===== config.mk =====
export PLATFORM = sky130hd
export DESIGN_NAME = reg_file
export DESIGN_NICKNAME = d
export VERILOG_FILES = /design/src/design/core_pkg.sv /design/src/design/reg_file.sv
export SDC_FILE = /design/constraint.sdc
export NUM_CORES = 2
export LEC_CHECK = 0
export BUFFER_PORTS_ARGS = -buffer_cell sky130_fd_sc_hd__buf_2
export CELL_PAD_IN_SITES_DETAIL_PLACEMENT = 0
export CELL_PAD_IN_SITES_GLOBAL_PLACEMENT = 1
export CORE_ASPECT_RATIO = 0.7
export CORE_MARGIN = 3
export CORE_UTILIZATION = 37
export CTS_CLUSTER_SIZE = 12
export DETAILED_ROUTE_END_ITERATION = 12
export GPL_TIMING_DRIVEN = 0
export PLACE_DENSITY_LB_ADDON = 0.1
export SETUP_SLACK_MARGIN = 0.5
export SLEW_MARGIN = 15
export SYNTH_ARGS = -nofsm -noshare
export SYNTH_HDL_FRONTEND = slang
export SYNTH_SLANG_ARGS = --single-unit

===== constraint.sdc =====
create_clock -name clock -period 3.1 [get_ports clock]
set_input_delay 0.775 -clock clock [delete_from_list [all_inputs] [get_ports clock]]
set_output_delay 0.775 -clock clock [all_outputs]
set_load 0.02 [all_outputs]

===== src/design/core_pkg.sv =====
package core_pkg;

    // data path widths
    localparam int xlen       = 32;
    localparam int strb_w     = xlen / 8;
    localparam int reg_addr_w = 5;
    localparam int csr_addr_w = 12;

    // data memory geometry, in words
    localparam int mem_words = 256;
    localparam int mem_idx_w = $clog2(mem_words);

    // memory op codes
    localparam int mem_op_w = 3;
    localparam logic [mem_op_w-1:0] mem_none = 3'd0;
    localparam logic [mem_op_w-1:0] mem_lw   = 3'd1;
    localparam logic [mem_op_w-1:0] mem_lbu  = 3'd2;
    localparam logic [mem_op_w-1:0] mem_sw   = 3'd3;
    localparam logic [mem_op_w-1:0] mem_sb   = 3'd4;

    // csr op codes, same encoding as csr_type of the execute stage
    localparam int csr_op_w = 3;
    localparam logic [csr_op_w-1:0] csr_none = 3'd0;
    localparam logic [csr_op_w-1:0] csr_rw   = 3'd1;
    localparam logic [csr_op_w-1:0] csr_rs   = 3'd2;
    localparam logic [csr_op_w-1:0] csr_rc   = 3'd3;

    // implemented machine csrs
    localparam logic [csr_addr_w-1:0] csr_mstatus  = 12'h300;
    localparam logic [csr_addr_w-1:0] csr_mtvec    = 12'h305;
    localparam logic [csr_addr_w-1:0] csr_mepc     = 12'h341;
    localparam logic [csr_addr_w-1:0] csr_mcause   = 12'h342;
    localparam logic [csr_addr_w-1:0] csr_minstret = 12'hb02;

endpackage


===== src/design/reg_file.sv =====
`timescale 1ns/1ps

module reg_file
    import core_pkg::*;
(
    input  logic                  clock,
    input  logic                  rst_i,
    input  logic                  we_i,
    input  logic [reg_addr_w-1:0] waddr_i,
    input  logic [xlen-1:0]       wdata_i,
    input  logic [reg_addr_w-1:0] raddr1_i,
    input  logic [reg_addr_w-1:0] raddr2_i,
    output logic [xlen-1:0]       rdata1_o,
    output logic [xlen-1:0]       rdata2_o
);

    localparam int num_regs = 2 ** reg_addr_w;

    logic [xlen-1:0] regs [num_regs];

    always_ff @(posedge clock) begin
        if (rst_i) begin
            for (int i = 0; i < num_regs; i++) begin
                regs[i] <= '0;
            end
        end else if (we_i && waddr_i != '0) begin
            // x0 never written, so it reads zero
            regs[waddr_i] <= wdata_i;
        end
    end

    assign rdata1_o = regs[raddr1_i];
    assign rdata2_o = regs[raddr2_i];

endmodule


Word level (Yosys, flattened, before mapping)
Memory sizes are Yosys's and may differ from the RTL's. Cells that the tools add are included.

Reductions and logical operators: 3. Muxes and demuxes: 8.

Operators with widths (number): two-way mux 32 bit (1); OR reduction 32 bit (1); two-way mux 1 bit (6); two-way mux 5 bit (1); nonzero test 5 bit (1); logical AND 1 bit (1).

Register bits after elaboration: 0. Memories kept: 1. Word-level logic and storage cells: 12. Bits in writable memories: 1024.

Memories: regs (words 32, bits a word 32, read ports 2, clocked after memory_dff 0, wr ports 32, RTL line reg_file.sv:19) `logic [xlen-1:0] regs [num_regs];`.

Logic depth before layout (Yosys ltp)
Depth in word-level cells: 7. Mapped depth: 8. Depth with buffers taken out: 5.

Least setup slack after synthesis
No wires, ideal clock.

Path kind: input port to output port. From: in raddr2_i[1]. To: out rdata2_o[25]. Path buffers: 4. Data required time: 2.325 ns. Slack: 0.281 ns. Arrival: 2.044 ns. Stages: 8. Cells stage by stage: buf_2 > buf_4 > buf_4 > buf_6 > mux2i_1 > a22oi_1 > a31oi_1 > nand3_1.

Cells in the longest elaborated chain, start to end: 1.

RTL lines: start: declaration (RTL line reg_file.sv:12) `input logic [reg_addr_w-1:0] raddr2_i,`; memory read (32 x 32 bit); end: declaration (RTL line reg_file.sv:14) `output logic [xlen-1:0] rdata2_o`.

No other way between the ends.

Worst setup path after layout
From: in raddr1_i[1]. To: out rdata1_o[25].

Cells in the longest elaborated chain, start to end: 1.

RTL lines: start: declaration (RTL line reg_file.sv:11) `input logic [reg_addr_w-1:0] raddr1_i,`; memory read (32 x 32 bit); end: declaration (RTL line reg_file.sv:13) `output logic [xlen-1:0] rdata1_o,`.

No other way between the ends.

==> results.sh <==
export IMPL_status="complete, but fails checks"
export IMPL_violations="setup timing"
export IMPL_synthCells=4605
export IMPL_synth_top_area_cell="edfxtp_1"
export IMPL_die_w_um=471
export IMPL_cts_made_buffers=112
export IMPL_nets=4989
export IMPL_seq_area_frac_synth_pct=55.0
export IMPL_setup_viol=64
export IMPL_port_buffers=111
export IMPL_drive_gt1_share_pct=25.7
export IMPL_worst_pin_slew_ps=1210
export IMPL_grt_pass1_vias=38700
export IMPL_drt_initial_drc_count=5724
export IMPL_crit_family="buffers and inverters"
export IMPL_drt_wl_total_um=255000
export IMPL_crit_buf_inv=5
export IMPL_fin_ws_ps=-191
export IMPL_critPathMaxStageDelay_ps=280
export IMPL_synth_common_cells="1024 x edfxtp_1, 1024 x mux2i_1, 994 x and2_1"
export IMPL_crit_path_frequent_cell="buf_16"
export IMPL_crit_path_start_kind="input port"
export IMPL_synth_seq_cells=1024
export IMPL_grt_pass1_wl_um=340000
export IMPL_cts_path_max_buffers=3
export IMPL_grt_ovfl_total=0
export IMPL_initial_utilization_pct=37.5
export IMPL_leakage_uw=0.0273
export IMPL_die_h_um=331
export IMPL_grt_max_degree=33
export IMPL_clk_pin_slew_ps=70
export IMPL_tritoncts="done"
export IMPL_placed_cell_area_um2=59900
export IMPL_die_area_um2=156000
export IMPL_clockRootBuffer="clkbuf_16"
export IMPL_cellPowerDensity_nw_per_um2=509
export IMPL_drv_slew=0
export IMPL_largest_register_ffs=1024
export IMPL_synthDistinctLibCells=29
export IMPL_fin_tns_setup_ps=-6560
export IMPL_min_period_over_period_pct=106
export IMPL_relSlewSlack_pct=19.2
export IMPL_syn_area_um2=55900
export IMPL_place_congestion=0.941
export IMPL_synthFlopType="edfxtp_1"
export IMPL_hold_ws_ps=364
export IMPL_row_count=118
export IMPL_finalInstanceArea_um2=71300
export IMPL_htree_levels=3
export IMPL_first_pass_iters=6
export IMPL_routedWlPerCell_um=36.4
export IMPL_crit_fanout=8
export IMPL_clkSinkCount=1024
export IMPL_rsz0062_at_grt="true"
export IMPL_grt_antenna_before_repair=27
export IMPL_fin_crit_ps=3290
export IMPL_yosys_warnings=0
export IMPL_top_register="regs"
export IMPL_crit_chain="buf_16 > buf_16 > buf_16 > clkbuf_16 > mux2i_2 > a22oi_2 > nand3_2 > nand3_2 > buf_6"
export IMPL_boundaryPins=114
export IMPL_ys_async_sr_fraction_pct=0
export IMPL_worstPathRequired_ps=2320
export IMPL_maxCapViolCount=0
export IMPL_num_vias=41300
export IMPL_synth_enable_flop_cells=1024
export IMPL_worstSetupPathType="in -> out"
export IMPL_ir_drop_v=0.000428
export IMPL_netlist_area_leader_share_pct=55.0
export IMPL_hold_violations=0
export IMPL_min_path_cells=2
export IMPL_cp_end_kind="output port"
export IMPL_viasPerCell=5.89
export IMPL_grt_usage_pct=32.0
export IMPL_place_hpwl_um=181000
export IMPL_postRouteAntennaNets=0
export IMPL_crit_slowest_cell="mux2i_2"
export IMPL_max_freq_ghz=0.304
export IMPL_cp_data_arrival_time_ps=2520
export IMPL_syn_avg_cell_area_um2=12.1
export IMPL_yosys_top_cells_area="edfxtp_1 55%, mux2i_1 18%, and2_1 11%"
export IMPL_power_total_uw=36300
export IMPL_syn2layout_area_growth_pct=27.5
export IMPL_drc=0
export IMPL_hp_class="in -> reg"
export IMPL_reg_top3="regs x1024"
export IMPL_core_area_um2=149000
export IMPL_path_depth=9
-- through the flow --
stage,util (%),instances,setup slack [ps]
detailed placement,40.2,6728,-1410
global placement,40.2,6727,-1880
finish,47.9,7017,-191
global route,47.8,7008,-169
CTS,47.3,6993,-141
floorplan,-,4636,451
-- worst paths after layout --
path                           end         from
worst max-delay path  rdata1_o[25]  raddr1_i[1]
worst min-delay path   regs[5][19]  wdata_i[19]
-- cells by family (layout without fill, tap and decap cells) --
family / Yosys count / after routing / share of synthesized area, %
compound gates: 576 / 576 / 7.02
flops: 1024 / 1024 / 55.0
other cells: 1 / 44 / 0.00671
simple gates: 1534 / 1535 / 15.7
buf+inv: 446 / 834 / 3.90
mux: 1024 / 1024 / 18.3
-- where the power goes --
part	internal, µW	switching (µW)	leakage [µW]
sequential	16000	421	0.00975
clock	7410	6020	0.00169
combinational	2340	4070	0.0158
total	25800	10500	0.0273
-- per-layer routing --
layer  track usage [%]  vias to the layer above  routed length (µm)
li1                  -                    17600                   -
met1              49.3                    21500              120000
met2              44.4                     1993              102000
met3              8.84                      274               27900
met4              6.13                        2                5750
met5                 0                        -                  13
-- area by class of cell --
class	instances	area, µm²
Fill cell	13300	77700
Sequential cell	1024	30700
Multi-Input combinational cell	3167	27600
Buffer	446	4690
Clock buffer	147	3000
Tap cell	1980	2480
Timing Repair Buffer	188	2340
Clock inverter	53	454
Antenna cell	12	30.0
-- cell usage in the layout, fill, tap and decap left out, types with 41 or more instances in the layout --
cell type / instances
buf_4: 41
nand2_1: 192
nor3_4: 61
edfxtp_1: 1024
and2_1: 992
clkbuf_1: 160
a21oi_2: 50
clkbuf_16: 150
a21oi_1: 141
a22o_1: 74
mux2i_2: 43
nand3_2: 82
buf_12: 58
a22oi_2: 104
mux2i_1: 969
buf_2: 103
a22oi_1: 88
clkbuf_8: 45
buf_6: 117
nand3_4: 94
-- what timing repair did --
item / in CTS / in global routing
setup buffers: 34 / 8
hold buffers: 0 / 0
cloned: 31 / 4
resized for setup: 1320 / 150
setup endpoints to repair: 647 / 589
pin swaps: 237 / 101
No activity file was read; power rests on OpenSTA's default activity.
