`src/design/core_pkg.sv`:
```
package core_pkg;

    // data path widths
    localparam int xlen       = 32;
    localparam int strb_w     = xlen / 8;
    localparam int reg_addr_w = 5;
    localparam int csr_addr_w = 12;

    // data memory geometry, in words
    localparam int mem_words = 256;
    localparam int mem_idx_w = $clog2(mem_words);

    // memory op codes
    localparam int mem_op_w = 3;
    localparam logic [mem_op_w-1:0] mem_none = 3'd0;
    localparam logic [mem_op_w-1:0] mem_lw   = 3'd1;
    localparam logic [mem_op_w-1:0] mem_lbu  = 3'd2;
    localparam logic [mem_op_w-1:0] mem_sw   = 3'd3;
    localparam logic [mem_op_w-1:0] mem_sb   = 3'd4;

    // csr op codes, same encoding as csr_type of the execute stage
    localparam int csr_op_w = 3;
    localparam logic [csr_op_w-1:0] csr_none = 3'd0;
    localparam logic [csr_op_w-1:0] csr_rw   = 3'd1;
    localparam logic [csr_op_w-1:0] csr_rs   = 3'd2;
    localparam logic [csr_op_w-1:0] csr_rc   = 3'd3;

    // implemented machine csrs
    localparam logic [csr_addr_w-1:0] csr_mstatus  = 12'h300;
    localparam logic [csr_addr_w-1:0] csr_mtvec    = 12'h305;
    localparam logic [csr_addr_w-1:0] csr_mepc     = 12'h341;
    localparam logic [csr_addr_w-1:0] csr_mcause   = 12'h342;
    localparam logic [csr_addr_w-1:0] csr_minstret = 12'hb02;

endpackage

```
`src/design/csr_file.sv`:
```
`timescale 1ns/1ps

module csr_file
    import core_pkg::*;
(
    input  logic                  clock,
    input  logic                  rst_i,
    input  logic [csr_op_w-1:0]   csr_type_i,
    input  logic [csr_addr_w-1:0] csr_waddr_i,
    input  logic [xlen-1:0]       csr_wdata_i,
    input  logic                  retire_i,
    input  logic [csr_addr_w-1:0] raddr_i,
    output logic [xlen-1:0]       rdata_o
);

    logic [xlen-1:0] mstatus;
    logic [xlen-1:0] mtvec;
    logic [xlen-1:0] mepc;
    logic [xlen-1:0] mcause;
    logic [xlen-1:0] minstret;

    logic            csr_we;
    logic [xlen-1:0] cur_val;
    logic [xlen-1:0] new_val;

    // unknown addresses read zero
    function automatic logic [xlen-1:0] read_csr(input logic [csr_addr_w-1:0] addr);
        logic [xlen-1:0] val;
        case (addr)
            csr_mstatus:  val = mstatus;
            csr_mtvec:    val = mtvec;
            csr_mepc:     val = mepc;
            csr_mcause:   val = mcause;
            csr_minstret: val = minstret;
            default:      val = '0;
        endcase
        return val;
    endfunction

    assign rdata_o = read_csr(raddr_i);
    assign cur_val = read_csr(csr_waddr_i);
    assign csr_we  = (csr_type_i != csr_none);

    always_comb begin
        case (csr_type_i)
            csr_rs:  new_val = cur_val | csr_wdata_i;
            csr_rc:  new_val = cur_val & ~csr_wdata_i;
            default: new_val = csr_wdata_i;
        endcase
    end

    always_ff @(posedge clock) begin
        if (rst_i) begin
            mstatus  <= '0;
            mtvec    <= '0;
            mepc     <= '0;
            mcause   <= '0;
            minstret <= '0;
        end else begin
            if (csr_we) begin
                case (csr_waddr_i)
                    csr_mstatus: mstatus <= new_val;
                    csr_mtvec:   mtvec   <= new_val;
                    csr_mepc:    mepc    <= new_val;
                    csr_mcause:  mcause  <= new_val;
                    default:     ;
                endcase
            end
            // explicit write wins over the retire count
            if (csr_we && csr_waddr_i == csr_minstret) begin
                minstret <= new_val;
            end else if (retire_i) begin
                minstret <= minstret + 1'b1;
            end
        end
    end

endmodule

```
`config.mk`:
```
export PLATFORM = sky130hd
export DESIGN_NAME = csr_file
export DESIGN_NICKNAME = d
export VERILOG_FILES = /design/src/design/core_pkg.sv /design/src/design/csr_file.sv
export SDC_FILE = /design/constraint.sdc
export NUM_CORES = 1
export LEC_CHECK = 0
export BUFFER_PORTS_ARGS = -buffer_cell sky130_fd_sc_hd__buf_2
export CAP_MARGIN = 20
export CORE_MARGIN = 2
export CORE_UTILIZATION = 40
export CTS_CLUSTER_DIAMETER = 80
export DETAILED_ROUTE_END_ITERATION = 8
export SLEW_MARGIN = 10
export SYNTH_ARGS = -nofsm -noshare
export SYNTH_HDL_FRONTEND = slang
export SYNTH_SLANG_ARGS = --single-unit
```
`constraint.sdc`:
```
create_clock -name clock -period 5.45 [get_ports clock]
set_clock_uncertainty 0.05 [all_clocks]
set_input_delay 0.2725 -clock clock [delete_from_list [all_inputs] [get_ports clock]]
set_output_delay 0.2725 -clock clock [all_outputs]
set_load 0.01 [all_outputs]
```
# Yosys cells after proc, flatten, opt, wreduce, memory -nomap -nowiden
# Cells that the tools add are included.
[word_totals]
register_bits = 160
inputBits = 62
out_inout_bits = 32
elab_cells = 33
[classes]
addsub = 1
eq_ne = 12
mux = 5
bitwise = 3
reduce_logical = 7
[op_table]
columns = ["operator", "count"]
rows = [
  ["one-hot mux 32 bit (5 select lines)", 2],
  ["equality test 12 x 10 -> 1 bit (second input constant)", 8],
  ["two-way mux 32 bit", 2],
  ["one-hot mux 32 bit (2 select lines)", 1],
  ["adder 32 x 1 -> 32 bit (second input constant)", 1],
  ["AND 32 bit", 1],
  ["NOT 32 bit", 1],
  ["bitwise OR 32 bit", 1],
  ["equality test 12 bit (second input constant)", 2],
  ["AND reduction 2 bit", 4],
  ["equality test 3 x 2 -> 1 bit (second input constant)", 2],
  ["nonzero test 3 bit", 1],
  ["nonzero test 2 bit", 1],
  ["logical AND 1 bit", 1],
]

# Logic depth before layout (Yosys ltp)
[depth]
depth_word = 5
depth_mapped = 9
mapped_depth_nobuf = 6

# Worst setup path after synthesis
# No wires, ideal clock.
[synth_path]
path_type = "input port to flip-flop"
start = "input port csr_waddr_i[5]"
end = "register minstret[31]"
setup_ns = 0.075
arrival_time_ns = 2.028
t_required_ns = 5.325
setup_slack_ns = 3.298
cell_stages = 6
path_buffers = 2
cell_sequence = "or4_1 buf_2 or4_4 or3_1 buf_6 o22ai_2"
[synth_between]
elab_chain_cells = 5
word_cells_on_any_way = 12
cone_classes = "eq/ne: 5; mux: 3; bitwise: 2; reduce/logical: 2"
[synth_lines]
columns = ["element", "line", "text"]
rows = [
  ["start, declared", "csr_file.sv:9", "input logic [csr_addr_w-1:0] csr_waddr_i,"],
  ["equality test 12 bit / equality test 12 x 10 -> 1 bit (equally long branches)", "csr_file.sv:29, csr_file.sv:70", ""],
  ["one-hot mux 32 bit (5 select lines)", "csr_file.sv:29", "case (addr)"],
  ["AND 32 bit / bitwise OR 32 bit (equally long branches)", "csr_file.sv:47, csr_file.sv:46", ""],
  ["one-hot mux 32 bit (2 select lines)", "csr_file.sv:45", "case (csr_type_i)"],
  ["two-way mux 32 bit", "csr_file.sv:70", "if (csr_we && csr_waddr_i == csr_minstret) begin"],
  ["end signal, assigned", "csr_file.sv:71", "minstret <= new_val;"],
  ["end signal, assigned", "csr_file.sv:73", "minstret <= minstret + 1'b1;"],
  ["end, declared", "csr_file.sv:20", "logic [xlen-1:0] minstret;"],
]
# Several ways; a longest one is shown, not always the timed one.
# A chain may end at the register's enable or synchronous reset.

# Worst setup path after layout
[layout_path]
start = "input port csr_waddr_i[5]"
end = "register mepc[18]"
[layout_between]
elab_chain_cells = 4
word_cells_on_any_way = 10
cone_classes = "eq/ne: 5; mux: 2; bitwise: 2; reduce/logical: 1"
[layout_lines]
columns = ["element", "line", "text"]
rows = [
  ["equality test 12 bit (tied with other cells)", "csr_file.sv:29", ""],
  ["one-hot mux 32 bit (5 select lines)", "csr_file.sv:29", ""],
  ["AND 32 bit / bitwise OR 32 bit (equally long branches)", "csr_file.sv:47, csr_file.sv:46", ""],
  ["one-hot mux 32 bit (2 select lines)", "csr_file.sv:45", ""],
  ["end signal, assigned", "csr_file.sv:64", "csr_mepc: mepc <= new_val;"],
  ["end, declared", "csr_file.sv:18", "logic [xlen-1:0] mepc;"],
]
# Several ways; a longest one is shown, not always the timed one.

==> impl_metrics.yaml <==
run_status:
  status: "complete, no violations"
global_route:
  grtUsageMet1: 0.376
  first_global_vias: 7969
  grt_use_met2: 0.414
  grt_max_degree: 39
  antenna_found_initial: 0
  grt_usage: 0.270
  grt.busiest_layer: "met2"
  use_met3: 0.0488
  grt_pass1_wl_mm: 46.7
  overflow: 0
power_and_ir_drop:
  peakVddDrop_mv: 0.192
  internal-power_w: 0.00200
  clockPowerShare: 0.481
  swShare: 0.233
  p_per_area_nw_per_um2: 263
  p_leak_nw: 3.35
  pwr-share-seq: 0.450
  pwr-share-comb: 0.069
  power.switching_w: 0.000608
timing:
  min_period_ns: 2.80
  tightest_slew_ns: 1.11
  period_share: 0.513
  tns_ns: 0
  relSlewSlack: 0.260
  finalSetupViolCount: 0
  rsz0062_at_grt: "no"
  drv_slew: 0
  fmax_mhz: 357
  hold_viol: 0
  finalWorstSetupSlack_ns: 2.65
  fin_hold_ws_ns: 0.209
detailed_routing:
  drc: 0
  drt-pass1-iter-count: 6
  wl_mm: 30.7
  vias: 8799
  drt_iter0_drc: 951
  ant_nets: 0
  via_per_inst: 6.43
  wire_per_inst_um: 22.4
worst_setup_path:
  reg2reg_from: "minstret[4]"
  cp.arrival_ns: 3.09
  crit_chain: "buf_2, or4b_1, buf_4, or2_1, nor3_1, nand2_1, o21ai_1"
  startpoint_type: "input port"
  required_ns: 5.75
  crit_type: "in2reg"
  reg2reg_depth: 5
  r2r_slack_ns: 2.82
  critical_path_peak_fanout: 24
  max_stage_delay_ns: 0.66
  r2r_end: "minstret[31]"
  slowest_stage: "nand2_1"
  setup.worst_path.end_class: "register"
yosys:
  netlist_area_um2: 8570
  ys_types: 60
  synth_top_area_frac: 0.374
  synthTopCellsByCount: "dfxtp_1 (160), nand2_1 (126), a22oi_1 (96)"
  post-synth-top-count-cell: "dfxtp_1"
  synth-edff-count: 0
  syn_avg_cell_area_um2: 8.22
  synthCells: 1042
  synth-seq-cells: 160
  syn_nets: 1105
  ys.flop_type: "dfxtp_1"
  synthTopCellsByArea: "dfxtp_1 (37%), a22oi_1 (8.4%), nand2_1 (5.5%)"
  synthArstFlopShare: 0
  yosysTopAreaCell: "dfxtp_1"
  synth_seq_area_share: 0.374
  yosysWarnings: 0
finish:
  fin_nets: 1146
  antenna_cells: 0
  syn_to_final_growth_pct: 15.8
  drive_above_1_share: 0.163
  finalInstanceArea_um2: 9920
floorplan:
  rows: 53
  die_y_um: 150
  floorplan.die_area_um2: 22600
  ios: 94
  die_w_um: 150
  initial_core_util: 0.408
  core_area_um2: 21000
clock_tree:
  cts_inserted_buffers: 17
  postCtsSetupRepairBufs: 0
  clock-sinks: 160
  clk_latency_ns: 0.43
  cts_root_buffer: "clkbuf_16"
  cts_resized: 0
  htreeDepth: 4
  clk_pin_slew_worst_paths_ns: 0.06
  holdBufCountCts: 0
  cts_buffer_depth: 2
  cts_tree: "yes"
placement:
  dpl.hpwl_mm: 19.3
  gp_congestion: 0.909
  place_area_um2: 9250
  portBuffers: 93
  dp_slack_ns: 2.20
run:
  cap_violations: 0
worst_hold_path:
  holdCritPathClass: "in2reg"
  holdPathStages: 3
  min_from: "csr_wdata_i[15]"
  holdPathEnd: "mstatus[15]"
## layout by cell type, fill, tap and decap left out, types with 15 or more instances in the layout
cell type  synthesis  final
dfxtp_1          160    160
nand2_1          126    126
a22oi_1           96     96
buf_2              8     93
o21ai_1           67     67
a22o_1            47     47
nand3_1           45     45
a21oi_1           46     45
nor2_1            39     36
o2bb2ai_1         31     31
nand3b_1          30     30
o21ai_0           20     20
buf_4              0     20
a222oi_1          17     17
o31ai_1           17     17
clkbuf_16          0     17
a211oi_1          15     15
## registers in the layout, summed over array words and instances (netlist names)
name / cells
mcause: 32
minstret: 32
mstatus: 32
mepc: 32
mtvec: 32
## logic make-up (layout without fill, tap and decap cells)
family | Yosys count | in the layout | synth area share
XOR/XNOR | 20 | 20 | 0.0204
buffers and inverters | 99 | 151 | 0.0454
adder cells (fa/ha/maj) | 1 | 1 | 0.00146
AND/OR/NAND/NOR | 352 | 352 | 0.218
multiplexers | 2 | 2 | 0.00234
flip-flops | 160 | 160 | 0.374
AO/OA/AOI/OAI | 408 | 408 | 0.338
## worst max-delay path by stage
| stage | cells past startpoint | end | from |
|---|---|---|---|
| 2_1_floorplan | 6 | minstret[31] | csr_waddr_i[5] |
| 3_3_place_gp | 7 | mcause[12] | csr_waddr_i[5] |
| 3_5_place_dp | 7 | mcause[8] | csr_waddr_i[5] |
| 4_1_cts | 7 | mcause[8] | csr_waddr_i[5] |
| 5_1_grt | 7 | mepc[17] | csr_waddr_i[5] |
| 6_report | 7 | mepc[18] | csr_waddr_i[5] |
## per-stage QoR
step | std cells | power (W) | utilization
after floorplan | 1042 | 0.00129 | -
after global placement | 1334 | 0.00137 | 0.439
after detailed placement | 1335 | 0.00137 | 0.440
after CTS | 1365 | 0.00262 | 0.469
after global routing | 1369 | 0.00268 | 0.472
final | 1369 | 0.00261 | 0.472
## area by class of cell
type	count	area [um2]
well taps	275	344
clock inverters	4	98.8
flip-flops and latches	160	3200
repair buffers	118	696
clock buffers	26	509
multi-input cells	783	5060
fillers	2063	11100
inverters	3	11.3
## worst max-delay path, delay by kind of cell
family                 cells  cell delay (ns)
AND/OR/NAND/NOR            4             2.10
buffers and inverters      2             0.34
AO/OA/AOI/OAI              1             0.34
## power groups by stage
stage	sequential, W	combinational, W	clock, W
final	0.00117	0.000180	0.00126
after global routing	0.00117	0.000190	0.00131
after CTS	0.00117	0.000172	0.00127
after detailed placement	0.00120	0.000171	0
after global placement	0.00120	0.000169	0
after floorplan	0.00120	0.0000916	0
## metal layers
| layer | wire, um | share of wire |
|---|---|---|
| met4 | 762 | 0.025 |
| met1 | 13500 | 0.44 |
| met3 | 2870 | 0.093 |
| met5 | 0 | 0 |
| met2 | 13600 | 0.44 |
Power figures use the tool's default switching activity.
