--- config.mk ---
export PLATFORM = sky130hd
export DESIGN_NAME = lsu
export DESIGN_NICKNAME = d
export VERILOG_FILES = /design/src/design/core_pkg.sv /design/src/design/lsu.sv
export SDC_FILE = /design/constraint.sdc
export NUM_CORES = 1
export LEC_CHECK = 0
export BUFFER_PORTS_ARGS = -buffer_cell sky130_fd_sc_hd__buf_2
export CORE_MARGIN = 1
export CORE_UTILIZATION = 51
export DETAILED_ROUTE_END_ITERATION = 8
export PLACE_DENSITY = 0.83
export RECOVER_POWER = 100
export SKIP_CTS_REPAIR_TIMING = 1
export SYNTH_ARGS = -nofsm -noshare
export SYNTH_HDL_FRONTEND = slang
export SYNTH_SLANG_ARGS = --single-unit
export TNS_END_PERCENT = 100
--- constraint.sdc ---
create_clock -name clock -period 16.95 [get_ports clock]
set_input_delay 3.39 -clock clock [delete_from_list [all_inputs] [get_ports clock]]
set_output_delay 3.39 -clock clock [all_outputs]
set_load 0.005 [all_outputs]
--- src/design/core_pkg.sv ---
package core_pkg;

    // data path widths
    localparam int xlen       = 32;
    localparam int strb_w     = xlen / 8;
    localparam int reg_addr_w = 5;
    localparam int csr_addr_w = 12;

    // data memory geometry, in words
    localparam int mem_words = 256;
    localparam int mem_idx_w = $clog2(mem_words);

    // memory op codes
    localparam int mem_op_w = 3;
    localparam logic [mem_op_w-1:0] mem_none = 3'd0;
    localparam logic [mem_op_w-1:0] mem_lw   = 3'd1;
    localparam logic [mem_op_w-1:0] mem_lbu  = 3'd2;
    localparam logic [mem_op_w-1:0] mem_sw   = 3'd3;
    localparam logic [mem_op_w-1:0] mem_sb   = 3'd4;

    // csr op codes, same encoding as csr_type of the execute stage
    localparam int csr_op_w = 3;
    localparam logic [csr_op_w-1:0] csr_none = 3'd0;
    localparam logic [csr_op_w-1:0] csr_rw   = 3'd1;
    localparam logic [csr_op_w-1:0] csr_rs   = 3'd2;
    localparam logic [csr_op_w-1:0] csr_rc   = 3'd3;

    // implemented machine csrs
    localparam logic [csr_addr_w-1:0] csr_mstatus  = 12'h300;
    localparam logic [csr_addr_w-1:0] csr_mtvec    = 12'h305;
    localparam logic [csr_addr_w-1:0] csr_mepc     = 12'h341;
    localparam logic [csr_addr_w-1:0] csr_mcause   = 12'h342;
    localparam logic [csr_addr_w-1:0] csr_minstret = 12'hb02;

endpackage

--- src/design/lsu.sv ---
`timescale 1ns/1ps

module lsu
    import core_pkg::*;
(
    input  logic                  clock,
    input  logic                  rst_i,
    input  logic                  ex_valid_i,
    output logic                  lsu_ready_o,
    input  logic                  wd_i,
    input  logic [reg_addr_w-1:0] wreg_i,
    input  logic [xlen-1:0]       alu_result_i,
    input  logic [mem_op_w-1:0]   mem_op_i,
    input  logic [xlen-1:0]       store_data_i,
    input  logic [csr_op_w-1:0]   csr_type_i,
    input  logic [csr_addr_w-1:0] csr_waddr_i,
    input  logic [xlen-1:0]       csr_wdata_i,
    input  logic                  ebreak_i,
    input  logic                  halt_i,
    output logic [xlen-1:0]       mem_addr_o,
    output logic [xlen-1:0]       mem_wdata_o,
    output logic [strb_w-1:0]     mem_wstrb_o,
    output logic                  mem_ren_o,
    input  logic [xlen-1:0]       mem_rdata_i,
    output logic                  lsu_valid_o,
    output logic                  wd_o,
    output logic [reg_addr_w-1:0] wreg_o,
    output logic [xlen-1:0]       reg_wdata_o,
    output logic [csr_op_w-1:0]   csr_type_o,
    output logic [csr_addr_w-1:0] csr_waddr_o,
    output logic [xlen-1:0]       csr_wdata_o,
    output logic                  ebreak_o
);

    // accept stage
    logic                  a_valid;
    logic                  a_wd;
    logic [reg_addr_w-1:0] a_wreg;
    logic [xlen-1:0]       a_result;
    logic [mem_op_w-1:0]   a_mem_op;
    logic [xlen-1:0]       a_store_data;
    logic [csr_op_w-1:0]   a_csr_type;
    logic [csr_addr_w-1:0] a_csr_waddr;
    logic [xlen-1:0]       a_csr_wdata;
    logic                  a_ebreak;
    logic                  ld_pend;

    logic a_load;
    logic a_store;
    logic a_fire;
    logic accept;

    // output stage extras for load data select
    logic       out_load;
    logic       out_lbu;
    logic [1:0] out_lane;
    logic [xlen-1:0] out_result;
    logic [7:0] ld_byte;

    assign a_load  = a_valid && (a_mem_op == mem_lw || a_mem_op == mem_lbu);
    assign a_store = a_valid && (a_mem_op == mem_sw || a_mem_op == mem_sb);

    // a load leaves the accept stage only after its pending cycle
    assign a_fire = a_valid && (!a_load || ld_pend);

    // hold execute while a load sits in its first cycle
    assign lsu_ready_o = !halt_i && !(a_load && !ld_pend);
    assign accept      = ex_valid_i && lsu_ready_o;

    always_ff @(posedge clock) begin
        if (rst_i) begin
            a_valid     <= 1'b0;
            ld_pend     <= 1'b0;
            lsu_valid_o <= 1'b0;
        end else begin
            if (accept) begin
                a_valid <= 1'b1;
            end else if (a_fire) begin
                a_valid <= 1'b0;
            end
            ld_pend     <= a_load && !ld_pend;
            lsu_valid_o <= a_fire;
        end
    end

    always_ff @(posedge clock) begin
        if (accept) begin
            a_wd         <= wd_i;
            a_wreg       <= wreg_i;
            a_result     <= alu_result_i;
            a_mem_op     <= mem_op_i;
            a_store_data <= store_data_i;
            a_csr_type   <= csr_type_i;
            a_csr_waddr  <= csr_waddr_i;
            a_csr_wdata  <= csr_wdata_i;
            a_ebreak     <= ebreak_i;
        end
        if (a_fire) begin
            wd_o        <= a_wd;
            wreg_o      <= a_wreg;
            out_result  <= a_result;
            csr_type_o  <= a_csr_type;
            csr_waddr_o <= a_csr_waddr;
            csr_wdata_o <= a_csr_wdata;
            ebreak_o    <= a_ebreak;
            out_load    <= a_load;
            out_lbu     <= (a_mem_op == mem_lbu);
            out_lane    <= a_result[1:0];
        end
    end

    // memory side, stores go out straight from the accept stage
    assign mem_addr_o  = a_result;
    assign mem_ren_o   = ld_pend;
    assign mem_wdata_o = (a_mem_op == mem_sb) ? {strb_w{a_store_data[7:0]}} : a_store_data;

    always_comb begin
        mem_wstrb_o = '0;
        if (a_store) begin
            if (a_mem_op == mem_sb) begin
                mem_wstrb_o = strb_w'(1) << a_result[1:0];
            end else begin
                mem_wstrb_o = '1;
            end
        end
    end

    // load data arrives in the commit cycle
    assign ld_byte     = mem_rdata_i[{out_lane, 3'b000} +: 8];
    assign reg_wdata_o = !out_load ? out_result :
                         out_lbu   ? {{(xlen-8){1'b0}}, ld_byte} : mem_rdata_i;

endmodule

# --- Yosys cells after proc, flatten, opt, wreduce, memory -nomap -nowiden ---
# Cells that the tools add are included.
totals:
  input_bits: 157
  ff_bits: 214
  out_inout_bits: 157
op_classes:
  n_eq_ne: 4
  n_mux: 7
  n_reduce_logical: 14
  shift: 2
op_table:
  columns: ["operator", "count"]
  rows:
  - ["2-to-1 mux 32 bit", 3]
  - ["variable part select 32 x 6 -> 8 bit", 1]
  - ["2-to-1 mux 4 bit", 2]
  - ["equality test 3 x 2 -> 1 bit (second input constant)", 2]
  - ["logical AND 1 bit", 6]
  - ["zero test 1 bit", 4]
  - ["left shift 1 x 2 -> 4 bit (first input constant)", 1]
  - ["equality test 3 x 1 -> 1 bit (second input constant)", 1]
  - ["equality test 3 bit (second input constant)", 1]
  - ["logical OR 1 bit", 3]
  - ["2-to-1 mux 1 bit", 2]
  - ["nonzero test 2 bit", 1]

# --- Depth between registers and ports, before layout ---
depth:
  depth_word: 8
  mapped_depth: 5
  ltp_nobuf: 3

# --- Least setup slack after synthesis ---
# OpenSTA, ideal clock, no wires.
synth_timing:
  kind: "input -> register"
  start: "input ex_valid_i"
  end: "register a_csr_type[0] (enable)"
  slack_ps: 7463
  cell_stages: 2
  arrival_ps: 8871
  path_buffers: 0
  required_time_ps: 16334
  cell_sequence: "nor2b_1 nor2b_1"
synth_via:
  elab_chain_len: 1
synth_lines:
  columns: ["element", "line_no", "source"]
  rows:
  - ["from (decl)", "lsu.sv:8", "input logic ex_valid_i,"]
  - ["logical AND 1 bit", "lsu.sv:68", "assign accept = ex_valid_i && lsu_ready_o;"]
  - ["named net accept", "lsu.sv:51", "logic accept;"]
  - ["to (signal assigned)", "lsu.sv:93", "a_csr_type <= csr_type_i;"]
  - ["to (decl)", "lsu.sv:42", "logic [csr_op_w-1:0] a_csr_type;"]
# The timed path passes the listed nets, and every way through them passes these cells.
# A chain may end at the register's enable or synchronous reset.

# --- Worst setup path in the final report ---
layout_timing:
  start: "input halt_i"
  end: "register a_store_data[14] (enable)"
layout_via:
  elab_chain_len: 3
layout_lines:
  columns: ["element", "line_no", "source"]
  rows:
  - ["from (decl)", "lsu.sv:19", "input logic halt_i,"]
  - ["zero test 1 bit", "lsu.sv:67", "assign lsu_ready_o = !halt_i && !(a_load && !ld_pend);"]
  - ["logical AND 1 bit", "lsu.sv:67", null]
  - ["logical AND 1 bit", "lsu.sv:68", null]
  - ["named net accept", "lsu.sv:51", null]
  - ["to (signal assigned)", "lsu.sv:92", "a_store_data <= store_data_i;"]
  - ["to (decl)", "lsu.sv:41", "logic [xlen-1:0] a_store_data;"]
# The timed path passes the listed nets, and every way through them passes these cells.

==> impl_metrics.sql <==
INSERT INTO impl_metrics (metric_group, metric, value, unit) VALUES
('outcome', 'outcome', 'finished, violations left', ''),
('outcome', 'violated_checks', 'max-capacitance violations, max-slew violations', ''),
('synth', 'post_synth_inst_count', '433', ''),
('global_routing', 'first_global_vias', '4892', ''),
('critical_path', 'crit_path_cell_trace', 'clkbuf_1, nor2b_1, nor2b_1, clkbuf_1', ''),
('synth', 'synth_ff_type', 'sky130_fd_sc_hd__edfxtp_1', ''),
('sta', 'finalSetupViolations', '0', ''),
('routing', 'firstDrtPassIters', '5', ''),
('clock_network', 'numCtsBuffers', '22', ''),
('synth', 'yosys.cell_types.count', '28', ''),
('layout', 'area_added_between_synthesis_and_finish', '29.9', '%'),
('synth', 'total_of_flip_flops_plus_latches_after_synthesis', '212', ''),
('clock_network', 'maximum_count_of_clock_buffers_along_a_single_path', '3', ''),
('layout', 'n_fill_cell', '1026', ''),
('clock_network', 'root_buffer', 'sky130_fd_sc_hd__clkbuf_16', ''),
('sta', 'timing.max_slew.rel_slack', '-181', '%'),
('global_routing', 'grt_pass1_wl', '24.4', 'mm'),
('sta', 'finalWorstSetupSlack', '7.49', 'ns'),
('hold_path', 'hold_class', 'reg -> reg', ''),
('synth', 'synth-seq-area-share', '84.9', '%'),
('flow_run', 'max_cap_violations', '4', ''),
('critical_path', 'timing.critical_path.required', '16.94', 'ns'),
('critical_path', 'crit_slowest_cell', 'sky130_fd_sc_hd__clkbuf_1', ''),
('hold_path', 'worst_hold_path.num_cells', '0', ''),
('sta', 'timing_worst_slew_pin_value', '4.21', 'ns'),
('pwr', 'total_power_density_per_cell_area', '116', 'mW/mm²'),
('placement', 'buffer_ports.inserted', '313', ''),
('routing', 'drtIter0Drc', '317', ''),
('synth', 'postSynthAreaPerCell', '17.2', 'µm²'),
('floorplanning', 'placement_rows', '43', ''),
('floorplanning', 'io-pin-count', '314', ''),
('critical_path', 'worstReg2RegStart', 'a_mem_op[0]$_DFFE_PP_', ''),
('global_routing', 'grt_use_total', '22.1', '%'),
('critical_path', 'critical_path.startpoint_type', 'primary input', ''),
('critical_path', 'critical_path.max_stage_delay', '3.09', 'ns'),
('layout', 'postLayoutCellArea', '0.00969', 'mm²'),
('clock_network', 'tritoncts', 'yes', ''),
('synth', 'synth_enable_flop_cells', '209', ''),
('critical_path', 'worstPathArrival', '9.45', 'ns'),
('sta', 'tns', '0', 'ns'),
('hold_path', 'hold_start', 'a_wd$_DFFE_PP_', ''),
('critical_path', 'reg2reg_depth', '4', ''),
('critical_path', 'r2r_setup_slack', '9.83', 'ns'),
('routing', 'route.final.wire_length', '17.5', 'mm'),
('clock_network', 'path_clk_slew', '0.06', 'ns'),
('sta', 'timing.final.max_slew_violations', '215', ''),
('clock_network', 'cts.sink_count', '212', ''),
('global_routing', 'grt_max_degree', '82', ''),
('layout', 'final_net_count', '912', ''),
('synth', 'asyncSetResetFlopFracSynth', '0', '%'),
('pwr', 'static-leakage-power', '3.79', 'nW'),
('sta', 'final-hold-violation-count', '0', ''),
('floorplanning', 'floorplan.initialDensity', '52.9', '%'),
('global_routing', 'antenna_found_initial', '0', ''),
('layout', 'finalCoreUtilization', '68.7', '%'),
('routing', 'final_antenna_net_count', '0', ''),
('sta', 'finalCriticalPeriod', '9.46', 'ns'),
('sta', 'unrepaired_setup_endpoints_after_global_routing', 'no', ''),
('routing', 'detailed_route_via_count', '4776', ''),
('critical_path', 'critical_path_maximum_fanout', '81', ''),
('layout', 'multiInputGateArea', '880', 'µm²'),
('synth', 'net_count_of_the_mapped_netlist', '590', ''),
('critical_path', 'critical_path_class', 'in -> reg', ''),
('floorplanning', 'die_width', '123', 'µm'),
('critical_path', 'worstReg2RegEnd', 'a_store_data[14]$_DFFE_PP_', ''),
('routing', 'wire_per_inst', '18.4', 'µm'),
('sta', 'finalClockSkew', '0.0159', 'ns'),
('placement', 'routability_congestion_estimate', '0.805', ''),
('placement', 'dpl.hpwl', '12.8', 'mm'),
('layout', 'most-common-layout-cells', 'sky130_fd_sc_hd__edfxtp_1 (209), sky130_fd_sc_hd__buf_2 (188), sky130_fd_sc_hd__clkbuf_1 (133)', ''),
('critical_path', 'cp_num_buf_inv', '2', '');
## power by group
part / internal (mW) / switching (mW) / leakage [nW]
logic: 0.0260 / 0.0356 / 1.47
registers: 0.602 / 0.00790 / 1.97
clock network: 0.265 / 0.188 / 0.346
total: 0.894 / 0.232 / 3.79
## metrics by stage
step	instances	total power, mW
finish	952	1.13
global route	951	1.16
CTS	951	1.14
detailed placement	911	0.685
global placement	911	0.681
floorplan	433	0.644
## layout make-up
type,count,area share (%)
antenna,1,0.0258
clock buffer,29,6.16
clock inverter,11,1.01
inverter,31,1.20
multi-input combinational,170,9.08
sequential,212,65.4
tap,180,2.32
timing repair buffer,318,14.8
## cell families (layout without fill, tap and decap cells)
family | after synthesis | after routing | synth area share, %
AOI/OAI and AO/OA | 55 | 55 | 4.48
muxes | 3 | 3 | 0.453
DFF | 212 | 212 | 84.9
buffers and inverters | 51 | 389 | 3.10
and+or+nand+nor | 111 | 111 | 6.94
other | 0 | 1 | 0
xor gates and xnor gates | 1 | 1 | 0.117
## worst reg2reg max path, stage by stage, from the launching register on
cell and delay (ns):
sky130_fd_sc_hd__edfxtp_1 0.46, sky130_fd_sc_hd__xnor2_1 0.23, sky130_fd_sc_hd__nor4b_1 0.16, sky130_fd_sc_hd__nor2b_1 2.59
sky130_fd_sc_hd__clkbuf_1 3.11
## registers in the layout, indices dropped and copies added (netlist names), 3 cells and up
name and count:
wreg_o 5, a_csr_wdata 32, a_store_data 32, mem_addr_o 32, a_csr_waddr 12, out_result 31, a_mem_op 3, csr_waddr_o 12
csr_type_o 3, a_wreg 5, a_csr_type 3, csr_wdata_o 32
## routing by layer
metal  vias up  GRT usage, %  share of wire, %
met4         0          9.76               3.4
met2       280          42.0                53
met5         -             0                 0
li1       2227             -                 -
met1      2222          22.4                35
met3        47          5.72               8.7
## synth_stat cells, drive strengths merged, types with 2 or more instances
| cell type | n | area, µm² |
|---|---|---|
| o22ai | 9 | 56.3 |
| nor3b | 4 | 30.0 |
| clkbuf | 4 | 15.0 |
| nand2 | 81 | 304 |
| and3 | 5 | 31.3 |
| dfxtp | 3 | 60.1 |
| nand2b | 2 | 12.5 |
| inv | 31 | 116 |
| mux2 | 3 | 33.8 |
| a2111oi | 5 | 43.8 |
| a21boi | 3 | 22.5 |
| a22oi | 2 | 15.0 |
| nor2b | 10 | 62.6 |
| buf | 16 | 100 |
| nand3b | 4 | 30.0 |
| o21ai | 32 | 160 |
| edfxtp | 209 | 6280 |
## how the worst max path moves through the flow
stage	from	endpoint	cells past startpoint
after global routing	halt_i	mem_addr_o[1]$_DFFE_PP_	4
after floorplan	ex_valid_i	a_csr_type[0]$_DFFE_PP_	2
after detailed placement	mem_rdata_i[14]	reg_wdata_o[6]	5
final	halt_i	a_store_data[14]$_DFFE_PP_	4
after global placement	mem_rdata_i[14]	reg_wdata_o[6]	5
after CTS	mem_rdata_i[14]	reg_wdata_o[6]	5
No activity file was read; power rests on OpenSTA's default activity.
