### src/design/core_pkg.sv
package core_pkg;

    // data path widths
    localparam int xlen       = 32;
    localparam int strb_w     = xlen / 8;
    localparam int reg_addr_w = 5;
    localparam int csr_addr_w = 12;

    // data memory geometry, in words
    localparam int mem_words = 256;
    localparam int mem_idx_w = $clog2(mem_words);

    // memory op codes
    localparam int mem_op_w = 3;
    localparam logic [mem_op_w-1:0] mem_none = 3'd0;
    localparam logic [mem_op_w-1:0] mem_lw   = 3'd1;
    localparam logic [mem_op_w-1:0] mem_lbu  = 3'd2;
    localparam logic [mem_op_w-1:0] mem_sw   = 3'd3;
    localparam logic [mem_op_w-1:0] mem_sb   = 3'd4;

    // csr op codes, same encoding as csr_type of the execute stage
    localparam int csr_op_w = 3;
    localparam logic [csr_op_w-1:0] csr_none = 3'd0;
    localparam logic [csr_op_w-1:0] csr_rw   = 3'd1;
    localparam logic [csr_op_w-1:0] csr_rs   = 3'd2;
    localparam logic [csr_op_w-1:0] csr_rc   = 3'd3;

    // implemented machine csrs
    localparam logic [csr_addr_w-1:0] csr_mstatus  = 12'h300;
    localparam logic [csr_addr_w-1:0] csr_mtvec    = 12'h305;
    localparam logic [csr_addr_w-1:0] csr_mepc     = 12'h341;
    localparam logic [csr_addr_w-1:0] csr_mcause   = 12'h342;
    localparam logic [csr_addr_w-1:0] csr_minstret = 12'hb02;

endpackage

### src/design/wbu.sv
`timescale 1ns/1ps

module wbu
    import core_pkg::*;
(
    input  logic                  clock,
    input  logic                  rst_i,
    input  logic                  lsu_valid_i,
    input  logic                  wd_i,
    input  logic [reg_addr_w-1:0] wreg_i,
    input  logic [xlen-1:0]       reg_wdata_i,
    input  logic [csr_op_w-1:0]   csr_type_i,
    input  logic [csr_addr_w-1:0] csr_waddr_i,
    input  logic [xlen-1:0]       csr_wdata_i,
    input  logic                  ebreak_i,
    output logic                  rf_we_o,
    output logic [reg_addr_w-1:0] rf_waddr_o,
    output logic [xlen-1:0]       rf_wdata_o,
    output logic [csr_op_w-1:0]   csr_type_o,
    output logic [csr_addr_w-1:0] csr_waddr_o,
    output logic [xlen-1:0]       csr_wdata_o,
    output logic                  retire_o,
    output logic                  halt_o
);

    // commit fields only pass while valid
    always_comb begin
        if (lsu_valid_i) begin
            rf_we_o     = wd_i;
            rf_waddr_o  = wreg_i;
            rf_wdata_o  = reg_wdata_i;
            csr_type_o  = csr_type_i;
            csr_waddr_o = csr_waddr_i;
            csr_wdata_o = csr_wdata_i;
        end else begin
            rf_we_o     = 1'b0;
            rf_waddr_o  = '0;
            rf_wdata_o  = '0;
            csr_type_o  = csr_none;
            csr_waddr_o = '0;
            csr_wdata_o = '0;
        end
    end

    assign retire_o = lsu_valid_i;

    // sticky until reset
    always_ff @(posedge clock) begin
        if (rst_i) begin
            halt_o <= 1'b0;
        end else if (lsu_valid_i && ebreak_i) begin
            halt_o <= 1'b1;
        end
    end

endmodule

### config.mk
export PLATFORM = sky130hd
export DESIGN_NAME = wbu
export DESIGN_NICKNAME = d
export VERILOG_FILES = /design/src/design/core_pkg.sv /design/src/design/wbu.sv
export SDC_FILE = /design/constraint.sdc
export NUM_CORES = 1
export LEC_CHECK = 0
export BUFFER_PORTS_ARGS = -buffer_cell sky130_fd_sc_hd__buf_4
export CAP_MARGIN = 20
export CORE_AREA = 3 3 67 69
export DETAILED_ROUTE_END_ITERATION = 7
export DIE_AREA = 0 0 70 72
export MAX_ROUTING_LAYER = met4
export PLACE_DENSITY = 0.69
export SLEW_MARGIN = 20
export SYNTH_ARGS = -nofsm -noshare
export SYNTH_HDL_FRONTEND = slang
export SYNTH_SLANG_ARGS = --single-unit
### constraint.sdc
create_clock -name clock -period 1.71 [get_ports clock]
set_clock_uncertainty 0.2 [all_clocks]
set_input_delay 0.342 -clock clock [delete_from_list [all_inputs] [get_ports clock]]
set_output_delay 0.342 -clock clock [all_outputs]
set_load 0.03 [all_outputs]
Word level (Yosys, flattened, before mapping)

Cells that the tools add are included.

Register bits after elaboration: 1
Bits of input ports: 89

Mux-type cells: 6
Reduce and logical (&&, ||, !) cells: 1

Operators by type and width:

| cell                | count |
|---|---|
| $mux W32            | 2 |
| $mux W12            | 1 |
| $mux W5             | 1 |
| $mux W3             | 1 |
| $logic_and A1 B1 Y1 | 1 |
| $mux W1             | 1 |

Logic depth before layout (Yosys ltp)

Gate-level depths: netlist of run 1.

Word-level depth: 1
Gate-level depth with buffers: 3

Worst setup path after synthesis of run 1

OpenSTA, ideal clock, no wires.

Path kind: input port to output port
Start: input lsu_valid_i
End: output csr_type_o[0]
Data arrival time: 842 ps
Path slack: 326 ps
Cell stages on the path: 3
Path buffers: 2
Cell sequence: buf_6 buf_6 and2_1

Word-level cells in the longest chain between the ends: 1

RTL lines:

| item            | RTL line  | text |
|---|---|---|
| start, declared | wbu.sv:8  | `input logic lsu_valid_i,` |
| $mux W3         | wbu.sv:28 | `if (lsu_valid_i) begin` |
| end, declared   | wbu.sv:19 | `output logic [csr_op_w-1:0] csr_type_o,` |

No other way between the ends.

Worst setup path after layout of run 1

Start: input lsu_valid_i
End: output csr_wdata_o[28]

Word-level cells in the longest chain between the ends: 1

RTL lines:

| item          | RTL line  | text |
|---|---|---|
| $mux W32      | wbu.sv:28 |  |
| end, declared | wbu.sv:21 | `output logic [xlen-1:0] csr_wdata_o,` |

No other way between the ends.

==> results.yml, run 1 <==
run_status:
  outcome: "complete, no violations"
placed_design:
  portBuffers: 175
  place_congestion: 0.725
  dp_hpwl_um: 3000
final_layout:
  top_register: "halt_o"
  reg_top3: "halt_o x1"
  post-route-util_pct: 48.9
  nNetsFinal: 354
  layout-drive-gt1-share_pct: 66.5
  largest_reg_flops: 1
  n_antenna_cell: 0
  syn2layout_area_growth_pct: 201
global_route:
  grt_util_all_layers_pct: 11.9
  grt_pass1_vias: 1118
  antenna_found_initial: 0
  grt_remaining_overflow: 0
  grt_max_degree: 88
  grt_pass1_wl_um: 5050
timing:
  hold_violations: 0
  finalCritPeriodShare_pct: 92.5
  fmax_mhz: 632
  finalCriticalPeriod_ns: 1.58
  finalSetupViolations: 0
  drv_slew: 0
  worst_slew_pin_slew_ns: 0.393
  relSlewSlack_pct: 73.8
  rsz0062_at_grt: "false"
critical_path:
  worst_path_max_delay_cell: "buf_6"
  reg2reg_depth: 2
  crit_family: "buffers and inverters"
  cp_num_cells: 3
  startpoint_type: "primary input"
  worst-setup-path-type: "in2out"
  cp_max_fo: 87
  cp.arrival_ns: 1.04
  worstPathRequired_ns: 1.17
  end_kind: "output port"
  path_buf_inv: 2
  crit_chain: "buf_6 > and2_1 > buf_4"
  slowest_delay_ns: 0.33
logic_synthesis:
  synth_nets: 187
  netlist_instances: 98
  synth_top_area_cell: "and2_1"
  ys_warn_count: 0
  synth_top_area_share_pct: 82.5
  syn_area_per_cell_um2: 6.58
  synth_area_leaders: "and2_1 (83%), buf_6 (8.7%), buf_2 (3.1%), dfxtp_1 (3.1%), buf_4 (1.2%)"
  ys_seq_area_share_pct: 3.11
  syn-cell-area_um2: 644
  ys_ff_latch: 1
  synth_cell_types: 7
routing:
  route.final.wire_length_um: 3450
  drt_pre_antenna_iters: 2
  wl_per_cell_um: 11.0
  detailroute.via_count: 1207
  drt-initial-drc-count: 30
  viasPerCell: 3.86
  drc: 0
  ant_nets: 0
worst_hold_path:
  min_path_type: "reg2reg"
  holdPathStages: 2
power:
  power_per_cell_area_nw_per_um2: 339
  ir_drop_mv: 0.162
  p_leak_nw: 1.11
  power_uw: 659
die:
  initial_core_util_pct: 16.2
  core_area_um2: 3970
  die_area_um2: 5040
  num_rows: 23
  fp.dieW_um: 70
  fp.dieH_um: 72
  io_pins: 176
clock_tree:
  clkLatencyLatePin_ns: 0
  ctsHoldBuffers: 0
  clk_pin_slew_ns: 0
flow_run:
  maxCapViolations: 0
[routing by layer]
metal  global-route usage, %  share of wire, %  vias up
met4                   0.426              0.35        0
met2                    22.4                53      106
met1                    12.9                32      479
li1                        -                 -      620
met5                       -                 0        -
met3                    3.74                15        2
[cell usage after synthesis]
| library cell | number |
|---|---|
| buf_2 | 4 |
| buf_6 | 5 |
| nor2_1 | 1 |
| and2_1 | 85 |
| a21oi_1 | 1 |
| buf_4 | 1 |
| dfxtp_1 | 1 |
[placed cells by master (no fill, tap or decap)]
cell	instances
a21oi_1	1
and2_1	85
buf_4	174
buf_6	1
dfxtp_1	1
nor2_1	1
[stage by stage]
step	TNS (ns)	hold slack (ns)	cell area, um2	instances	setup WS (ns)
after floorplan	0	0.214	644	98	0.326
after global placement	-1.53	0.252	1940	313	-0.0386
after detailed placement	-1.86	0.266	1940	313	-0.0416
after global routing	0	0.293	1940	313	0.0232
after CTS	0	0.266	1940	313	0.105
final	0	0.257	1940	313	0.128
[report_power, final]
| group | switching (mW) | internal, mW |
|---|---|---|
| registers | 0.000706 | 0.0254 |
| logic | 0.326 | 0.307 |
| clock network | 0 | 0 |
[final timing paths]
kind | start | endpoint | slack (ns)
min | halt_o$_SDFFE_PP0P_ | halt_o$_SDFFE_PP0P_ | 0.26
max | lsu_valid_i | csr_wdata_o[28] | 0.13
max reg2reg | halt_o$_SDFFE_PP0P_ | halt_o$_SDFFE_PP0P_ | 0.96
min reg2reg | halt_o$_SDFFE_PP0P_ | halt_o$_SDFFE_PP0P_ | 0.26
[kinds of logic (layout without fill, tap and decap cells)]
| group | Yosys count | count (layout) | share of synthesized area (%) |
|---|---|---|---|
| compound gates | 1 | 1 | 0.776 |
| buf+inv | 10 | 175 | 13.0 |
| flops | 1 | 1 | 3.11 |
| simple gates | 86 | 86 | 83.1 |
[worst min-delay path: cells and delay by family (launching register included)]
kind,cells,cell delay (ns)
simple gates,1,0.07
compound gates,1,0.04
flops,1,0.30
[final cells by class]
cell class / count / area (um2)
repair buffers: 175 / 1320
multi-input cells: 87 / 541
flip-flops and latches: 1 / 20.0
well taps: 50 / 62.6
fillers: 404 / 2030
[timing repair]
item                                    CTS  global route
setup buffers                             0             0
resized for setup                         1             0
endpoints found under the setup margin   85             0
No activity file was read; power rests on OpenSTA's default activity.
==> inputs of run 2 (changes only) <==
--- a/config.mk
+++ b/config.mk
@@ -10,7 +10,6 @@
 export CORE_AREA = 3 3 67 69
 export DETAILED_ROUTE_END_ITERATION = 7
 export DIE_AREA = 0 0 70 72
-export MAX_ROUTING_LAYER = met4
 export PLACE_DENSITY = 0.69
 export SLEW_MARGIN = 20
 export SYNTH_ARGS = -nofsm -noshare
==> run 2 against run 1 <==
- wire length about the same
- global-route usage down 0.34 points
- via count unchanged
- sequential power about the same
- total power about the same
- first-iteration DRC count up 3.3%
- combinational power about the same
- maximum frequency down 0.94%
- register-to-register slack about the same
- worst hold slack better by 0.00062 ns
- cell count unchanged
- design area unchanged
==> results.yml, run 2 (synthesized netlist as in run 1, its figures left out) <==
routing:
  drt-initial-drc-count: 31
  wl_met1_um: 1020
  route.final.wire_length_um: 3440
  wl_per_cell_um: 11.0
  viasPerCell: 3.86
  drt_pre_antenna_iters: 4
  dr_wl_met2_um: 1820
  ant_nets: 0
  wl_met3_um: 594
  detailroute.via_count: 1207
  drc: 0
  highest_layer: "met4"
timing:
  relSlewSlack_pct: 73.2
  finalSetupTns_ns: 0
  finalSetupViolations: 0
  hold_violations: 0
  rsz0062_at_grt: "false"
  finalCriticalPeriod_ns: 1.60
  fmax_mhz: 626
  worst_slew_pin_slew_ns: 0.402
  finalCritPeriodShare_pct: 93.4
  fin_ws_ns: 0.113
  whs_ns: 0.257
  drv_slew: 0
placed_design:
  placedCellCount: 313
  place_congestion: 0.716
  portBuffers: 175
  post_dp_cell_area_um2: 1940
  dp_hpwl_um: 3000
  place_ws_ns: -0.0416
die:
  die_area_um2: 5040
  initial_core_util_pct: 16.2
  core_area_um2: 3970
  fp.dieH_um: 72
  fp.dieW_um: 70
  num_rows: 23
  io_pins: 176
critical_path:
  slowest_delay_ns: 0.31
  reg2reg_depth: 2
  cp.arrival_ns: 1.05
  worst_path_max_delay_cell: "buf_6"
  startpoint_type: "primary input"
  end_kind: "output port"
  path_buf_inv: 2
  worstPathRequired_ns: 1.17
  worst-setup-path-type: "in2out"
  crit_chain: "buf_6 > and2_1 > buf_4"
  crit_family: "buffers and inverters"
  cp_num_cells: 3
  cp_max_fo: 87
worst_hold_path:
  min_path_type: "reg2reg"
  holdPathStages: 2
clock_tree:
  cts_setup_buffers: 0
  clk_pin_slew_ns: 0
  cts-resized-gates: 1
  clkLatencyLatePin_ns: 0
  ctsHoldBuffers: 0
run_status:
  outcome: "complete, no violations"
global_route:
  grt_util_all_layers_pct: 11.5
  grt_pass1_vias: 1119
  grt_pass1_wl_um: 5050
  grt_max_degree: 88
  antenna_found_initial: 0
  grt_remaining_overflow: 0
final_layout:
  largest_reg_flops: 1
  final_common_cell: "buf_4"
  final_cell_count_no_fill: 313
  top_register: "halt_o"
  post-route-util_pct: 48.9
  fin_area_um2: 1940
  layout-drive-gt1-share_pct: 66.5
  syn2layout_area_growth_pct: 201
  nNetsFinal: 354
  fill_cells: 404
  reg_top3: "halt_o x1"
  final_cell_mix: "buf_4 (174), and2_1 (85)"
  n_antenna_cell: 0
power:
  power_uw: 658
  p_leak_nw: 1.11
  ir_drop_mv: 0.162
  power_per_cell_area_nw_per_um2: 339
flow_run:
  maxCapViolations: 0
## run 2: cell counts in the layout (fill, tap and decap cells not counted)
No cell type changed its count.
## run 2: final cells by class
class                      instances  area, um2  area share (%)
sequential                         1       20.0            1.03
tap                               50       62.6            3.22
multi-input combinational         87        541            27.9
timing repair buffer             175       1320            67.9
## run 2: layer usage
metal / global-route usage [%] / vias up
met5: 0 / -
met2: 22.4 / 106
li1: - / 617
met1: 12.0 / 482
met3: 5.26 / 2
met4: 0.426 / 0
## run 2: report_power, final
part	leakage [nW]	total [mW]	internal [mW]	switching (mW)
sequential	0.00829	0.0261	0.0254	0.000715
combinational	1.10	0.632	0.307	0.326
clock	0	0	0	0
## run 2: worst min-delay path: stages, from the launching register on
cell and delay, ns:
dfxtp_1 0.30, a21oi_1 0.04, nor2_1 0.07
## run 2: path summary, 6_finish.rpt
| kind | startpoint | end | slack [ns] |
|---|---|---|---|
| max | lsu_valid_i | csr_wdata_o[18] | 0.11 |
| min | halt_o$_SDFFE_PP0P_ | halt_o$_SDFFE_PP0P_ | 0.26 |
| max reg2reg | halt_o$_SDFFE_PP0P_ | halt_o$_SDFFE_PP0P_ | 0.96 |
| min reg2reg | halt_o$_SDFFE_PP0P_ | halt_o$_SDFFE_PP0P_ | 0.26 |
==> inputs of run 3 (changes only) <==
--- a/config.mk
+++ b/config.mk
@@ -7,10 +7,11 @@
 export LEC_CHECK = 0
 export BUFFER_PORTS_ARGS = -buffer_cell sky130_fd_sc_hd__buf_4
 export CAP_MARGIN = 20
-export CORE_AREA = 3 3 67 69
+export CORE_AREA = 2 2 68 70
+export CTS_CLUSTER_SIZE = 40
 export DETAILED_ROUTE_END_ITERATION = 7
 export DIE_AREA = 0 0 70 72
-export PLACE_DENSITY = 0.69
+export PLACE_DENSITY = 0.66
 export SLEW_MARGIN = 20
 export SYNTH_ARGS = -nofsm -noshare
 export SYNTH_HDL_FRONTEND = slang
==> constraint.sdc (replaced) <==
create_clock -name clock -period 1.71 [get_ports clock]
set_clock_uncertainty 0.2 [all_clocks]
set_input_delay 0.342 -clock clock [delete_from_list [all_inputs] [get_ports clock]]
set_output_delay 0.342 -clock clock [all_outputs]
set_load 0.1 [all_outputs]
==> run 3 against run 2 <==
- wire length grew 1.8%
- global-route usage grew 0.071 points
- via count grew 0.99%
- flip-flop and latch count is the same
- first-iteration DRC count shrank 35%
- die area is the same
- utilization is essentially flat
- worst hold slack gained 0.013 ns
- critical path depth grew 1
- design area grew 7.5%
- largest cell class unchanged
==> results.yml, run 3 (synthesized netlist as in run 1, its figures left out) <==
run_status:
  outcome: "complete, no violations"
critical_path:
  crit_chain: "buf_4 > buf_12 > and2_2 > buf_4"
  rr_startpoint: "halt_o$_SDFFE_PP0P_"
  worstPathRequired_ns: 1.17
  crit_path_start: "lsu_valid_i"
  cp.arrival_ns: 1.07
  end_kind: "output port"
  slowest_delay_ns: 0.28
  worst_path_max_delay_cell: "buf_4"
  cp_max_fo: 43
  worst-setup-path-type: "in2out"
  startpoint_type: "primary input"
  crit_path_frequent_cell: "buf_4"
placed_design:
  placedCellCount: 317
  place_congestion: 0.727
  dp_hpwl_um: 3070
  place_ws_ns: 0.0866
  portBuffers: 175
routing:
  drc: 0
  viasPerCell: 3.85
  drt_pre_antenna_iters: 3
  wl_per_cell_um: 11.1
  drt-initial-drc-count: 20
  detailroute.via_count: 1219
  route.final.wire_length_um: 3500
  ant_nets: 0
timing:
  hold_violations: 0
  finalSetupViolations: 0
  relSlewSlack_pct: 80.9
  drv_slew: 0
  finalCriticalPeriod_ns: 1.62
  finalCritPeriodShare_pct: 94.5
  finalSetupTns_ns: 0
  fin_ws_ns: 0.0944
  worst_slew_pin_slew_ns: 0.289
  rsz0062_at_grt: "false"
  fmax_mhz: 619
final_layout:
  top_register: "halt_o"
  final_cell_mix: "buf_4 (175), and2_2 (85), buf_12 (2)"
  multi_input_area_um2: 647
  reg_top3: "halt_o x1"
  layout-drive-gt1-share_pct: 98.9
  final_common_cell: "buf_4"
  post-route-util_pct: 48.9
  syn2layout_area_growth_pct: 224
  final_cell_count_no_fill: 317
  nNetsFinal: 356
  largest_reg_flops: 1
  layout.area.seq_um2: 20.0
  n_antenna_cell: 0
  fill_cells: 432
global_route:
  grt_pass1_wl_um: 5020
  grt_util_all_layers_pct: 11.6
  grt_max_degree: 45
  antenna_found_initial: 0
  grt_remaining_overflow: 0
  grt_pass1_vias: 1105
clock_tree:
  clk_pin_slew_ns: 0
  ctsHoldBuffers: 0
  clkLatencyLatePin_ns: 0
  cts_setup_buffers: 0
  cts-resized-gates: 0
die:
  num_rows: 24
  die_area_um2: 5040
  initial_core_util_pct: 15.1
  io_pins: 176
  fp.dieW_um: 70
  fp.dieH_um: 72
  core_area_um2: 4260
flow_run:
  maxCapViolations: 0
worst_hold_path:
  hold_path.startpoint: "halt_o$_SDFFE_PP0P_"
  min_path_type: "reg2reg"
power:
  swShare_pct: 71.3
  intPower_uw: 365
  ir_drop_mv: 0.335
  combPwrFrac_pct: 97.9
  power_frac_seq_pct: 2.1
  power_mw: 1.27
  power_per_cell_area_nw_per_um2: 610
  p_sw_uw: 907
  p_leak_nw: 1.19
  power_frac_clock_pct: 0
## run 3: changes by cell type in the layout (fill, tap and decap cells not counted), sizes merged
cell / delta
buf: +2
## run 3: final cells by class
cell class / count / share of cell area, %
repair buffers: 177 / 64.9
flip-flops and latches: 1 / 0.960
well taps: 52 / 3.12
multi-input cells: 87 / 31.0
## run 3: metrics by stage
stage	instance area, um2	hold slack, ns
after floorplan	751	0.214
after global placement	2090	0.256
after detailed placement	2090	0.271
after CTS	2090	0.274
after global routing	2090	0.312
final	2090	0.270
## run 3: worst paths after layout
kind                                             to  cells past startpoint  slack (ns)
worst max-delay path                  rf_waddr_o[2]                      4        0.09
worst min-delay path            halt_o$_SDFFE_PP0P_                      2        0.27
worst max register to register  halt_o$_SDFFE_PP0P_                      2        0.93
worst min register to register  halt_o$_SDFFE_PP0P_                      2        0.27
## run 3: critical path: cells and delay by family
kind                   cells  cell delay (ns)
AND/OR/NAND/NOR            1             0.16
buffers and inverters      3             0.55
## run 3: power groups by stage
stage / clock network (mW) / logic (mW) / registers, mW
global route: 0 / 1.28 / 0.0265
CTS: 0 / 1.25 / 0.0263
detailed placement: 0 / 1.25 / 0.0262
global placement: 0 / 1.25 / 0.0262
finish: 0 / 1.25 / 0.0263
floorplan: 0 / 0.924 / 0.0377
## run 3: layer usage
metal	part of all wire, %	up-vias	GRT usage (%)
li1	-	623	-
met4	0	0	0
met1	32	500	12.1
met3	14	0	3.47
met5	0	-	0
met2	54	96	24.1
